--- src/design/zipdbg_pkg.sv ---
/*
 * Shared debug definitions
 * Word, strobe and register-index types
 * Control and status bit positions, AXI response code
 */
package zipdbg_pkg;

	// Debug bus word
	localparam int DBG_WIDTH = 32;
	localparam int DBG_LSB = 2;

	typedef logic [DBG_WIDTH-1:0]   dbg_word_t;
	typedef logic [DBG_WIDTH/8-1:0] dbg_strb_t;
	typedef logic [4:0]             dbg_reg_t;

	// Word-address bit choosing control (0) or CPU registers (1)
	localparam int SPACE_BIT = 5;

	// Control register bits
	localparam int HALT_BIT        = 0;
	localparam int STEP_BIT        = 2;
	localparam int RESET_BIT       = 3;
	localparam int CLEAR_CACHE_BIT = 4;
	localparam int CATCH_BIT       = 5;

	// Status word bits
	localparam int ST_HALT_REQ  = 0;
	localparam int ST_HALTED    = 1;
	localparam int ST_RESET     = 3;
	localparam int ST_CATCH     = 5;
	localparam int ST_SLEEP     = 8;
	localparam int ST_GIE       = 9;
	localparam int ST_INTERRUPT = 10;
	localparam int ST_BREAK     = 11;

	localparam logic [1:0] RESP_OKAY = 2'b00;

endpackage

--- src/design/cpu_ctrl.sv ---
/*
 * CPU control registers
 * Power-on reset hold, halt, step, clear-cache and catch
 * Status word assembly
 */
`timescale 1ns/10ps

module cpu_ctrl #(
	parameter int RESET_DURATION = 10,
	parameter bit START_HALTED   = 1'b1
) (
	input  logic                  S_AXI_ACLK,
	input  logic                  S_AXI_ARESETN,
	input  logic                  i_cpu_reset,
	// From the debug slave
	input  logic                  i_cmd_write,
	input  zipdbg_pkg::dbg_word_t i_cmd_data,
	input  zipdbg_pkg::dbg_strb_t i_cmd_strb,
	input  logic                  i_reg_write,
	input  logic                  i_dbg_we,
	input  logic                  i_write_ready,
	input  logic                  i_write_stall,
	// From the CPU
	input  logic                  i_cpu_dbg_stall,
	input  logic                  i_cpu_break,
	input  logic [1:0]            i_cpu_dbg_cc,
	input  logic                  i_interrupt,
	// Commands
	output logic                  o_cmd_reset,
	output logic                  o_cmd_halt,
	output logic                  o_cmd_step,
	output logic                  o_cmd_clear_cache,
	output zipdbg_pkg::dbg_word_t o_status
);

	localparam int CW = $clog2(RESET_DURATION);

	logic [CW-1:0] hold_count;
	logic          reset_hold;
	logic          catch_en;
	logic          reset_req, release_req, halt_req, step_req, clear_req;

	// Control bit decode, strobe lane chosen by bit position
	assign reset_req   = i_cmd_write && i_cmd_strb[zipdbg_pkg::RESET_BIT/8]
		&& i_cmd_data[zipdbg_pkg::RESET_BIT];
	assign release_req = i_cmd_write && i_cmd_strb[zipdbg_pkg::HALT_BIT/8]
		&& !i_cmd_data[zipdbg_pkg::HALT_BIT];
	assign halt_req    = i_cmd_write && i_cmd_strb[zipdbg_pkg::HALT_BIT/8]
		&& i_cmd_data[zipdbg_pkg::HALT_BIT];
	assign step_req    = i_cmd_write && i_cmd_strb[zipdbg_pkg::STEP_BIT/8]
		&& i_cmd_data[zipdbg_pkg::STEP_BIT];
	assign clear_req   = i_cmd_write && i_cmd_strb[zipdbg_pkg::CLEAR_CACHE_BIT/8]
		&& i_cmd_data[zipdbg_pkg::CLEAR_CACHE_BIT];

	////////////////////////////////////////////////////////////////////
	// Reset hold
	////////////////////////////////////////////////////////////////////

	// Counts the cycles left after the one that leaves reset
	always_ff @(posedge S_AXI_ACLK)
	begin
		if (!S_AXI_ARESETN || i_cpu_reset)
			hold_count <= CW'(RESET_DURATION - 1);
		else if (hold_count != '0)
			hold_count <= hold_count - 1'b1;
	end

	assign reset_hold = (hold_count != '0);

	// Uncaught break restarts the CPU
	always_ff @(posedge S_AXI_ACLK)
	begin
		if (!S_AXI_ARESETN || i_cpu_reset)
			o_cmd_reset <= 1'b1;
		else if (reset_hold)
			o_cmd_reset <= 1'b1;
		else if (i_cpu_break && !catch_en)
			o_cmd_reset <= 1'b1;
		else
			o_cmd_reset <= reset_req;
	end

	////////////////////////////////////////////////////////////////////
	// Halt, step, clear cache, catch
	////////////////////////////////////////////////////////////////////

	always_ff @(posedge S_AXI_ACLK)
	begin
		if (!S_AXI_ARESETN)
			o_cmd_halt <= START_HALTED;
		else if (i_cpu_reset && !i_write_ready && !i_write_stall)
			o_cmd_halt <= START_HALTED;
		else if (o_cmd_reset && START_HALTED)
			o_cmd_halt <= START_HALTED;
		else
		begin
			// Release only from a full stop with no register write left
			if (!i_dbg_we && !i_cpu_dbg_stall && (release_req || step_req))
				o_cmd_halt <= 1'b0;
			// Later lines win over the release
			if (i_cpu_break && catch_en)
				o_cmd_halt <= 1'b1;
			if (halt_req && !step_req)
				o_cmd_halt <= 1'b1;
			if (i_reg_write)
				o_cmd_halt <= 1'b1;
			if (o_cmd_step || o_cmd_clear_cache || clear_req)
				o_cmd_halt <= 1'b1;
		end
	end

	// Step lasts until the CPU stops again
	always_ff @(posedge S_AXI_ACLK)
	begin
		if (!S_AXI_ARESETN || i_cpu_reset)
			o_cmd_step <= 1'b0;
		else if (step_req)
			o_cmd_step <= 1'b1;
		else if (!i_cpu_dbg_stall)
			o_cmd_step <= 1'b0;
	end

	// Cache clear needs halt in the same write
	always_ff @(posedge S_AXI_ACLK)
	begin
		if (!S_AXI_ARESETN || o_cmd_reset)
			o_cmd_clear_cache <= 1'b0;
		else if (clear_req && halt_req)
			o_cmd_clear_cache <= 1'b1;
		else if (o_cmd_halt && !i_cpu_dbg_stall)
			o_cmd_clear_cache <= 1'b0;
	end

	always_ff @(posedge S_AXI_ACLK)
	begin
		if (!S_AXI_ARESETN)
			catch_en <= START_HALTED;
		else if (i_cmd_write && i_cmd_strb[zipdbg_pkg::CATCH_BIT/8])
			catch_en <= i_cmd_data[zipdbg_pkg::CATCH_BIT];
	end

	// Status word, unlisted bits read zero
	always_comb
	begin
		o_status = '0;
		o_status[zipdbg_pkg::ST_HALT_REQ]  = o_cmd_halt;
		o_status[zipdbg_pkg::ST_HALTED]    = !i_cpu_dbg_stall;
		o_status[zipdbg_pkg::ST_RESET]     = o_cmd_reset;
		o_status[zipdbg_pkg::ST_CATCH]     = catch_en;
		o_status[zipdbg_pkg::ST_SLEEP]     = i_cpu_dbg_cc[0];
		o_status[zipdbg_pkg::ST_GIE]       = i_cpu_dbg_cc[1];
		o_status[zipdbg_pkg::ST_INTERRUPT] = i_interrupt;
		o_status[zipdbg_pkg::ST_BREAK]     = i_cpu_break;
	end

endmodule

--- src/design/dbg_axil_slave.sv ---
/*
 * AXI-lite debug slave
 * Skid buffers on AW, W and AR
 * Control and CPU-register space decode, register write latch, read return
 */
`timescale 1ns/10ps

module dbg_axil_slave #(
	parameter int ADDR_WIDTH = 8
) (
	input  logic                        S_AXI_ACLK,
	input  logic                        S_AXI_ARESETN,
	// AXI-lite write
	input  logic                        i_awvalid,
	output logic                        o_awready,
	input  logic [ADDR_WIDTH-1:0]       i_awaddr,
	input  logic                        i_wvalid,
	output logic                        o_wready,
	input  zipdbg_pkg::dbg_word_t       i_wdata,
	input  zipdbg_pkg::dbg_strb_t       i_wstrb,
	output logic                        o_bvalid,
	input  logic                        i_bready,
	output logic [1:0]                  o_bresp,
	// AXI-lite read
	input  logic                        i_arvalid,
	output logic                        o_arready,
	input  logic [ADDR_WIDTH-1:0]       i_araddr,
	output logic                        o_rvalid,
	input  logic                        i_rready,
	output zipdbg_pkg::dbg_word_t       o_rdata,
	output logic [1:0]                  o_rresp,
	// CPU debug port
	input  logic                        i_cpu_dbg_stall,
	input  zipdbg_pkg::dbg_word_t       i_dbg_rdata,
	output logic                        o_dbg_we,
	output zipdbg_pkg::dbg_reg_t        o_dbg_wreg,
	output zipdbg_pkg::dbg_word_t       o_dbg_wdata,
	output zipdbg_pkg::dbg_reg_t        o_dbg_rreg,
	// Control block
	input  zipdbg_pkg::dbg_word_t       i_status,
	output logic                        o_cmd_write,
	output zipdbg_pkg::dbg_word_t       o_cmd_data,
	output zipdbg_pkg::dbg_strb_t       o_cmd_strb,
	output logic                        o_reg_write,
	output logic                        o_write_ready,
	output logic                        o_write_stall
);

	localparam int AW = ADDR_WIDTH - zipdbg_pkg::DBG_LSB;

	typedef logic [AW-1:0] waddr_t;

	// Data and strobes share one W buffer
	typedef struct packed {
		zipdbg_pkg::dbg_strb_t strb;
		zipdbg_pkg::dbg_word_t data;
	} wpay_t;

	logic   aw_valid, w_valid, ar_valid;
	waddr_t aw_addr, ar_addr;
	wpay_t  w_pay;
	logic   write_ready, read_ready;
	logic   reg_write, write_stall;
	logic   read_pend;

	////////////////////////////////////////////////////////////////////
	// Write path
	////////////////////////////////////////////////////////////////////

	dbg_skidbuffer #(.T_DATA(waddr_t)) u_awskd (
		.S_AXI_ACLK(S_AXI_ACLK), .S_AXI_ARESETN(S_AXI_ARESETN),
		.i_valid(i_awvalid), .o_ready(o_awready),
		.i_data(i_awaddr[ADDR_WIDTH-1:zipdbg_pkg::DBG_LSB]),
		.o_valid(aw_valid), .i_ready(write_ready), .o_data(aw_addr)
	);

	dbg_skidbuffer #(.T_DATA(wpay_t)) u_wskd (
		.S_AXI_ACLK(S_AXI_ACLK), .S_AXI_ARESETN(S_AXI_ARESETN),
		.i_valid(i_wvalid), .o_ready(o_wready),
		.i_data(wpay_t'{strb: i_wstrb, data: i_wdata}),
		.o_valid(w_valid), .i_ready(write_ready), .o_data(w_pay)
	);

	// CPU still busy with the last register write
	assign write_stall = o_dbg_we && i_cpu_dbg_stall;

	// Both halves present, CPU free or not needed, B channel open
	assign write_ready = aw_valid && w_valid
		&& ((w_pay.strb == '0) || !aw_addr[zipdbg_pkg::SPACE_BIT] || !write_stall)
		&& (!o_bvalid || i_bready);

	// Only full-word writes reach the register file
	assign reg_write = write_ready && (w_pay.strb == '1)
		&& aw_addr[zipdbg_pkg::SPACE_BIT];

	// Pending register write, held until the CPU stops stalling
	always_ff @(posedge S_AXI_ACLK)
	begin
		if (!S_AXI_ARESETN)
			o_dbg_we <= 1'b0;
		else if (!write_stall)
			o_dbg_we <= reg_write;
	end

	always_ff @(posedge S_AXI_ACLK)
	begin
		if (!write_stall)
		begin
			o_dbg_wreg  <= aw_addr[4:0];
			o_dbg_wdata <= w_pay.data;
		end
	end

	always_ff @(posedge S_AXI_ACLK)
	begin
		if (!S_AXI_ARESETN)
			o_bvalid <= 1'b0;
		else if (write_ready)
			o_bvalid <= 1'b1;
		else if (i_bready)
			o_bvalid <= 1'b0;
	end

	assign o_bresp = zipdbg_pkg::RESP_OKAY;

	// Control space writes go to the command registers
	assign o_cmd_write   = write_ready && !aw_addr[zipdbg_pkg::SPACE_BIT];
	assign o_cmd_data    = w_pay.data;
	assign o_cmd_strb    = w_pay.strb;
	assign o_reg_write   = reg_write;
	assign o_write_ready = write_ready;
	assign o_write_stall = write_stall;

	////////////////////////////////////////////////////////////////////
	// Read path
	////////////////////////////////////////////////////////////////////

	dbg_skidbuffer #(.T_DATA(waddr_t)) u_arskd (
		.S_AXI_ACLK(S_AXI_ACLK), .S_AXI_ARESETN(S_AXI_ARESETN),
		.i_valid(i_arvalid), .o_ready(o_arready),
		.i_data(i_araddr[ADDR_WIDTH-1:zipdbg_pkg::DBG_LSB]),
		.o_valid(ar_valid), .i_ready(read_ready), .o_data(ar_addr)
	);

	// One CPU read in flight, R channel must be free
	assign read_ready = ar_valid && !read_pend && (!o_rvalid || i_rready);

	// CPU sees the register index in the accept cycle
	assign o_dbg_rreg = ar_addr[4:0];

	always_ff @(posedge S_AXI_ACLK)
	begin
		if (!S_AXI_ARESETN)
			read_pend <= 1'b0;
		else
			read_pend <= read_ready && ar_addr[zipdbg_pkg::SPACE_BIT];
	end

	// Status reads answer next cycle, CPU reads one cycle later
	always_ff @(posedge S_AXI_ACLK)
	begin
		if (!S_AXI_ARESETN)
			o_rvalid <= 1'b0;
		else if (!o_rvalid || i_rready)
			o_rvalid <= (read_ready && !ar_addr[zipdbg_pkg::SPACE_BIT]) || read_pend;
	end

	always_ff @(posedge S_AXI_ACLK)
	begin
		if (!o_rvalid || i_rready)
			o_rdata <= read_pend ? i_dbg_rdata : i_status;
	end

	assign o_rresp = zipdbg_pkg::RESP_OKAY;

endmodule

--- src/design/dbg_skidbuffer.sv ---
/*
 * One-deep skid buffer
 * Payload passes straight through, one item held on a stall
 */
`timescale 1ns/10ps

module dbg_skidbuffer #(
	parameter type T_DATA = logic [31:0]
) (
	input  logic  S_AXI_ACLK,
	input  logic  S_AXI_ARESETN,
	// Upstream
	input  logic  i_valid,
	output logic  o_ready,
	input  T_DATA i_data,
	// Downstream
	output logic  o_valid,
	input  logic  i_ready,
	output T_DATA o_data
);

	logic  r_valid;
	T_DATA r_data;

	// Item held when downstream stalls on a fresh input
	always_ff @(posedge S_AXI_ACLK)
	begin
		if (!S_AXI_ARESETN)
			r_valid <= 1'b0;
		else if (i_valid && o_ready && o_valid && !i_ready)
			r_valid <= 1'b1;
		else if (i_ready)
			r_valid <= 1'b0;
	end

	// Capture whenever the buffer is empty
	always_ff @(posedge S_AXI_ACLK)
	begin
		if (o_ready)
			r_data <= i_data;
	end

	// Ready is a registered level
	assign o_ready = !r_valid;

	// Held item goes first
	assign o_valid = i_valid || r_valid;
	assign o_data  = r_valid ? r_data : i_data;

endmodule

--- src/design/zip_dbg_top.sv ---
/*
 * Debug and control shell top level
 * AXI-lite debug slave joined to the CPU control block
 */
`timescale 1ns/10ps

module zip_dbg_top #(
	parameter int ADDR_WIDTH     = 8,
	parameter int RESET_DURATION = 10,
	parameter bit START_HALTED   = 1'b1
) (
	input  logic                  S_AXI_ACLK,
	input  logic                  S_AXI_ARESETN,
	input  logic                  i_interrupt,
	input  logic                  i_cpu_reset,
	// AXI-lite debug slave
	input  logic                  S_DBG_AWVALID,
	output logic                  S_DBG_AWREADY,
	input  logic [ADDR_WIDTH-1:0] S_DBG_AWADDR,
	input  logic                  S_DBG_WVALID,
	output logic                  S_DBG_WREADY,
	input  zipdbg_pkg::dbg_word_t S_DBG_WDATA,
	input  zipdbg_pkg::dbg_strb_t S_DBG_WSTRB,
	output logic                  S_DBG_BVALID,
	input  logic                  S_DBG_BREADY,
	output logic [1:0]            S_DBG_BRESP,
	input  logic                  S_DBG_ARVALID,
	output logic                  S_DBG_ARREADY,
	input  logic [ADDR_WIDTH-1:0] S_DBG_ARADDR,
	output logic                  S_DBG_RVALID,
	input  logic                  S_DBG_RREADY,
	output zipdbg_pkg::dbg_word_t S_DBG_RDATA,
	output logic [1:0]            S_DBG_RRESP,
	// CPU debug port
	input  logic                  i_cpu_dbg_stall,
	input  logic                  i_cpu_break,
	input  logic [1:0]            i_cpu_dbg_cc,
	input  zipdbg_pkg::dbg_word_t i_dbg_rdata,
	output logic                  o_dbg_we,
	output zipdbg_pkg::dbg_reg_t  o_dbg_wreg,
	output zipdbg_pkg::dbg_word_t o_dbg_wdata,
	output zipdbg_pkg::dbg_reg_t  o_dbg_rreg,
	output logic                  o_cmd_halt,
	output logic                  o_cmd_reset,
	output logic                  o_cmd_step,
	output logic                  o_cmd_clear_cache,
	// Accounting
	output logic                  o_halted,
	output logic                  o_gie
);

	logic                  cmd_write, reg_write, write_ready, write_stall;
	zipdbg_pkg::dbg_word_t cmd_data, status;
	zipdbg_pkg::dbg_strb_t cmd_strb;

	dbg_axil_slave #(.ADDR_WIDTH(ADDR_WIDTH)) u_slave (
		.S_AXI_ACLK(S_AXI_ACLK), .S_AXI_ARESETN(S_AXI_ARESETN),
		.i_awvalid(S_DBG_AWVALID), .o_awready(S_DBG_AWREADY), .i_awaddr(S_DBG_AWADDR),
		.i_wvalid(S_DBG_WVALID), .o_wready(S_DBG_WREADY),
		.i_wdata(S_DBG_WDATA), .i_wstrb(S_DBG_WSTRB),
		.o_bvalid(S_DBG_BVALID), .i_bready(S_DBG_BREADY), .o_bresp(S_DBG_BRESP),
		.i_arvalid(S_DBG_ARVALID), .o_arready(S_DBG_ARREADY), .i_araddr(S_DBG_ARADDR),
		.o_rvalid(S_DBG_RVALID), .i_rready(S_DBG_RREADY),
		.o_rdata(S_DBG_RDATA), .o_rresp(S_DBG_RRESP),
		.i_cpu_dbg_stall(i_cpu_dbg_stall), .i_dbg_rdata(i_dbg_rdata),
		.o_dbg_we(o_dbg_we), .o_dbg_wreg(o_dbg_wreg),
		.o_dbg_wdata(o_dbg_wdata), .o_dbg_rreg(o_dbg_rreg),
		.i_status(status), .o_cmd_write(cmd_write),
		.o_cmd_data(cmd_data), .o_cmd_strb(cmd_strb),
		.o_reg_write(reg_write), .o_write_ready(write_ready),
		.o_write_stall(write_stall)
	);

	cpu_ctrl #(
		.RESET_DURATION(RESET_DURATION),
		.START_HALTED(START_HALTED)
	) u_ctrl (
		.S_AXI_ACLK(S_AXI_ACLK), .S_AXI_ARESETN(S_AXI_ARESETN),
		.i_cpu_reset(i_cpu_reset),
		.i_cmd_write(cmd_write), .i_cmd_data(cmd_data), .i_cmd_strb(cmd_strb),
		.i_reg_write(reg_write), .i_dbg_we(o_dbg_we),
		.i_write_ready(write_ready), .i_write_stall(write_stall),
		.i_cpu_dbg_stall(i_cpu_dbg_stall), .i_cpu_break(i_cpu_break),
		.i_cpu_dbg_cc(i_cpu_dbg_cc), .i_interrupt(i_interrupt),
		.o_cmd_reset(o_cmd_reset), .o_cmd_halt(o_cmd_halt),
		.o_cmd_step(o_cmd_step), .o_cmd_clear_cache(o_cmd_clear_cache),
		.o_status(status)
	);

	// Accounting taps on the status word
	assign o_halted = status[zipdbg_pkg::ST_HALTED];
	assign o_gie    = status[zipdbg_pkg::ST_GIE];

endmodule

--- config.mk ---
export PLATFORM = sky130hd
export DESIGN_NAME = zip_dbg_top
export DESIGN_NICKNAME = d
export VERILOG_FILES = /design/src/design/zipdbg_pkg.sv /design/src/design/cpu_ctrl.sv /design/src/design/dbg_axil_slave.sv /design/src/design/dbg_skidbuffer.sv /design/src/design/zip_dbg_top.sv
export SDC_FILE = /design/constraint.sdc
export NUM_CORES = 1
export LEC_CHECK = 0
export ABC_AREA = 1
export BUFFER_PORTS_ARGS = -buffer_cell sky130_fd_sc_hd__buf_4
export CAP_MARGIN = 25
export CORE_ASPECT_RATIO = 0.75
export CORE_MARGIN = 4
export CORE_UTILIZATION = 43
export DETAILED_ROUTE_END_ITERATION = 12
export PLACE_DENSITY_LB_ADDON = 0.12
export RECOVER_POWER = 25
export SYNTH_ARGS = -nofsm -noshare
export SYNTH_HDL_FRONTEND = slang
export SYNTH_HIERARCHICAL = 1
export SYNTH_SLANG_ARGS = --single-unit
--- constraint.sdc ---
create_clock -name S_AXI_ACLK -period 5.3 [get_ports S_AXI_ACLK]
set_clock_uncertainty 0.15 [all_clocks]
set_input_delay 0.53 -clock S_AXI_ACLK [delete_from_list [all_inputs] [get_ports S_AXI_ACLK]]
set_output_delay 0.53 -clock S_AXI_ACLK [all_outputs]
set_load 0.03 [all_outputs]
==> metrics.txt <==
status=completed; CTS clk-pin slew, worst paths=about 0.06 ns; Tcrit/Tclk final=47.18%; Post-Syn Area=5218 um^2; commonest non-fill, non-tap cells in the layout=nand2_1 (273), buf_4 (181), edfxtp_1 (69); CTS tree=yes; port buffer count=roughly 180; slew margin rel.=25.71%; initial core utilization=44.44%; post-CTS sizing=0; power density cells=410.7 nW/um^2; DRT iter0 DRCs=130; DRC Markers=0; ratio of cells with drive above 1 in the final layout=between 30% and 40%; Num Clock Sinks=between 100 and 150; Max-cap violations=0; Critical Path RT=around 4.6 ns; CP Launch Type=register; DR vias=3782; Fillers=1054; Setup Slack @ Placement=2.690 ns; Synth cell types=26; RSZ-0062 raised after global routing=false; global-route wire length before repair=17740 um; multi-input logic area=~1400 um^2; # H-tree levels=4; Ys Warns=6; cell taking the most area after synthesis=edfxtp_1; Final min period=2.501 ns; Worst Path Arrival=1.82 ns; Post-Synthesis Cells=546; Root Buffer Master=clkbuf_16; Setup Viol. Count Final=0; wire per inst=around 13 um; largest net degree at the start of global routing=41; Hold-fix buffers, CTS=0; HPWL Detailed=~8000 um; Nets=821; area of the core=11740 um^2; Syn-to-layout area delta=36.28%; FF+latch area=3353 um^2; total gr overflow=0; Rows=34; die area=13980 um^2; n_diodes=0; Worst Hold Class=in2reg; Worst Slack Setup Final=2.799 ns; DRT Wirelength=11440 um; setup bufs post-CTS=0; Setup Crit Path Kind=reg2out; Die X=135.2 um; Num CTS Buffers=17; clock buffer depth=2; antenna viol nets, final=0; total global routing track utilization=16.27%; commonest non-fill, non-tap cell in the layout=nand2_1; setup_tns=0 ns; Die Y=103.4 um; initial antenna violation count=0; share of the synthesized area in the top cell type=39.71%; vias in the first global route=between 3000 and 4000; worst-skew pair later-pin latency=0.40 ns; GP Congestion=between 0.7 and 0.8; Max rail drop VDD=0.2127 mV; number of hold violations in the final report=0; CP Capture Type=output port; top post-synthesis cells by area=edfxtp_1 (40%), dfxtp_1 (25%), nand2_1 (20%); Fmax=0.3999 GHz; syn_area_per_cell=9.556 um^2; Worst-Margin Slew=1.113 ns; post-synthesis sequential element count=about 130; worst-path fanout max=37; io pins=187; vias per cell=4.216; DR pass1 iterations=4; fin. max-slew vios=0; Lkg Pwr=3.591 nW; sequential cell area fraction in the yosys report=64.27%
-- synthesized netlist by cell type --
library cell	instances
buf_6	8
ha_1	2
nor2_2	1
o21ai_1	1
inv_1	32
nor3_2	1
nor2_1	21
xnor2_1	1
a21oi_1	5
nand3_2	1
dfxtp_1	64
a21oi_2	1
o211ai_1	1
nand3_4	1
nand3_1	5
nor3_1	1
nand2_1	272
buf_4	41
inv_4	1
conb_1	2
inv_2	7
nand2_2	4
edfxtp_1	69
o21ai_0	1
buf_2	2
nand4_2	1
-- per-stage QoR --
step / utilization [%] / total power, mW / cell area, um^2 / hold slack [ns] / std cells
after CTS: 60.52 / 2.955 / 7106 / 0.1606 / 896
after global routing: 60.56 / 3.051 / 7111 / 0.1793 / 897
after floorplan: - / 1.541 / 5315 / 0.2684 / 572
final: 60.56 / 2.920 / 7111 / 0.1797 / 897
after detailed placement: 55.09 / 1.707 / 6469 / 0.2853 / 864
after global placement: 55.09 / 1.697 / 6469 / 0.2782 / 864
-- final timing paths --
path                             startpoint                        end  slack, ns  cells after the start
setup / recovery     u_slave/u_wskd/r_valid               S_DBG_WREADY       2.80                      2
hold reg to reg   u_slave/u_awskd/r_data[1]  u_slave/u_awskd/r_data[1]       0.30                      2
setup reg to reg     u_slave/u_wskd/r_valid          u_ctrl/o_cmd_halt       2.96                     14
hold / removal              S_DBG_ARADDR[3]  u_slave/u_arskd/r_data[1]       0.18                      3
-- registers in the layout, indices dropped and copies added (netlist names), 4 cells and up --
name and count:
u_slave/u_wskd/r_data 36, u_slave/o_dbg_wdata 32, u_slave/o_rdata 32, u_slave/u_arskd/r_data 6, u_slave/u_awskd/r_data 6, u_slave/o_dbg_wreg 5, u_ctrl/hold_count 4
-- worst max-delay path, stage by stage, from the launching register on --
cell	delay (ns)
dfxtp_1	0.30
inv_1	0.80
buf_4	0.31
-- cells by family (layout without fill, tap and decap cells) --
logic type | count (synthesis) | after routing | synth area share (%)
DFF | 133 | 133 | 64.27
adders and majority gates | 2 | 2 | 0.4795
AOI/OAI and AO/OA | 9 | 9 | 0.9830
and+or+nand+nor | 308 | 308 | 23.21
buffers and inverters | 91 | 254 | 10.74
other | 2 | 28 | 0.1439
xor gates and xnor gates | 1 | 1 | 0.1679
-- per-layer routing --
layer  vias up  global-route usage, %  wire [um]
met2       111                  27.03       5505
met1      1671                  19.86       4927
met3        13                  6.190        830
met4         0                  5.345        173
met5         -                      0          0
li1       1987                      -          -
-- report_power, final --
part           leakage, nW  switching [mW]  internal [mW]
clock network        0.306           0.458          0.781
logic                 2.02           0.280          0.165
registers             1.26          0.0343           1.20
total                 3.59           0.773           2.15
-- layout make-up --
class                      count  area share, %
inverter                      40          2.147
clock buffer                  18          6.335
timing repair buffer         182          19.39
multi-input combinational    348          19.50
sequential                   133          47.16
tap                          162          2.851
clock inverter                14          2.622
Power figures use the tool's default switching activity.
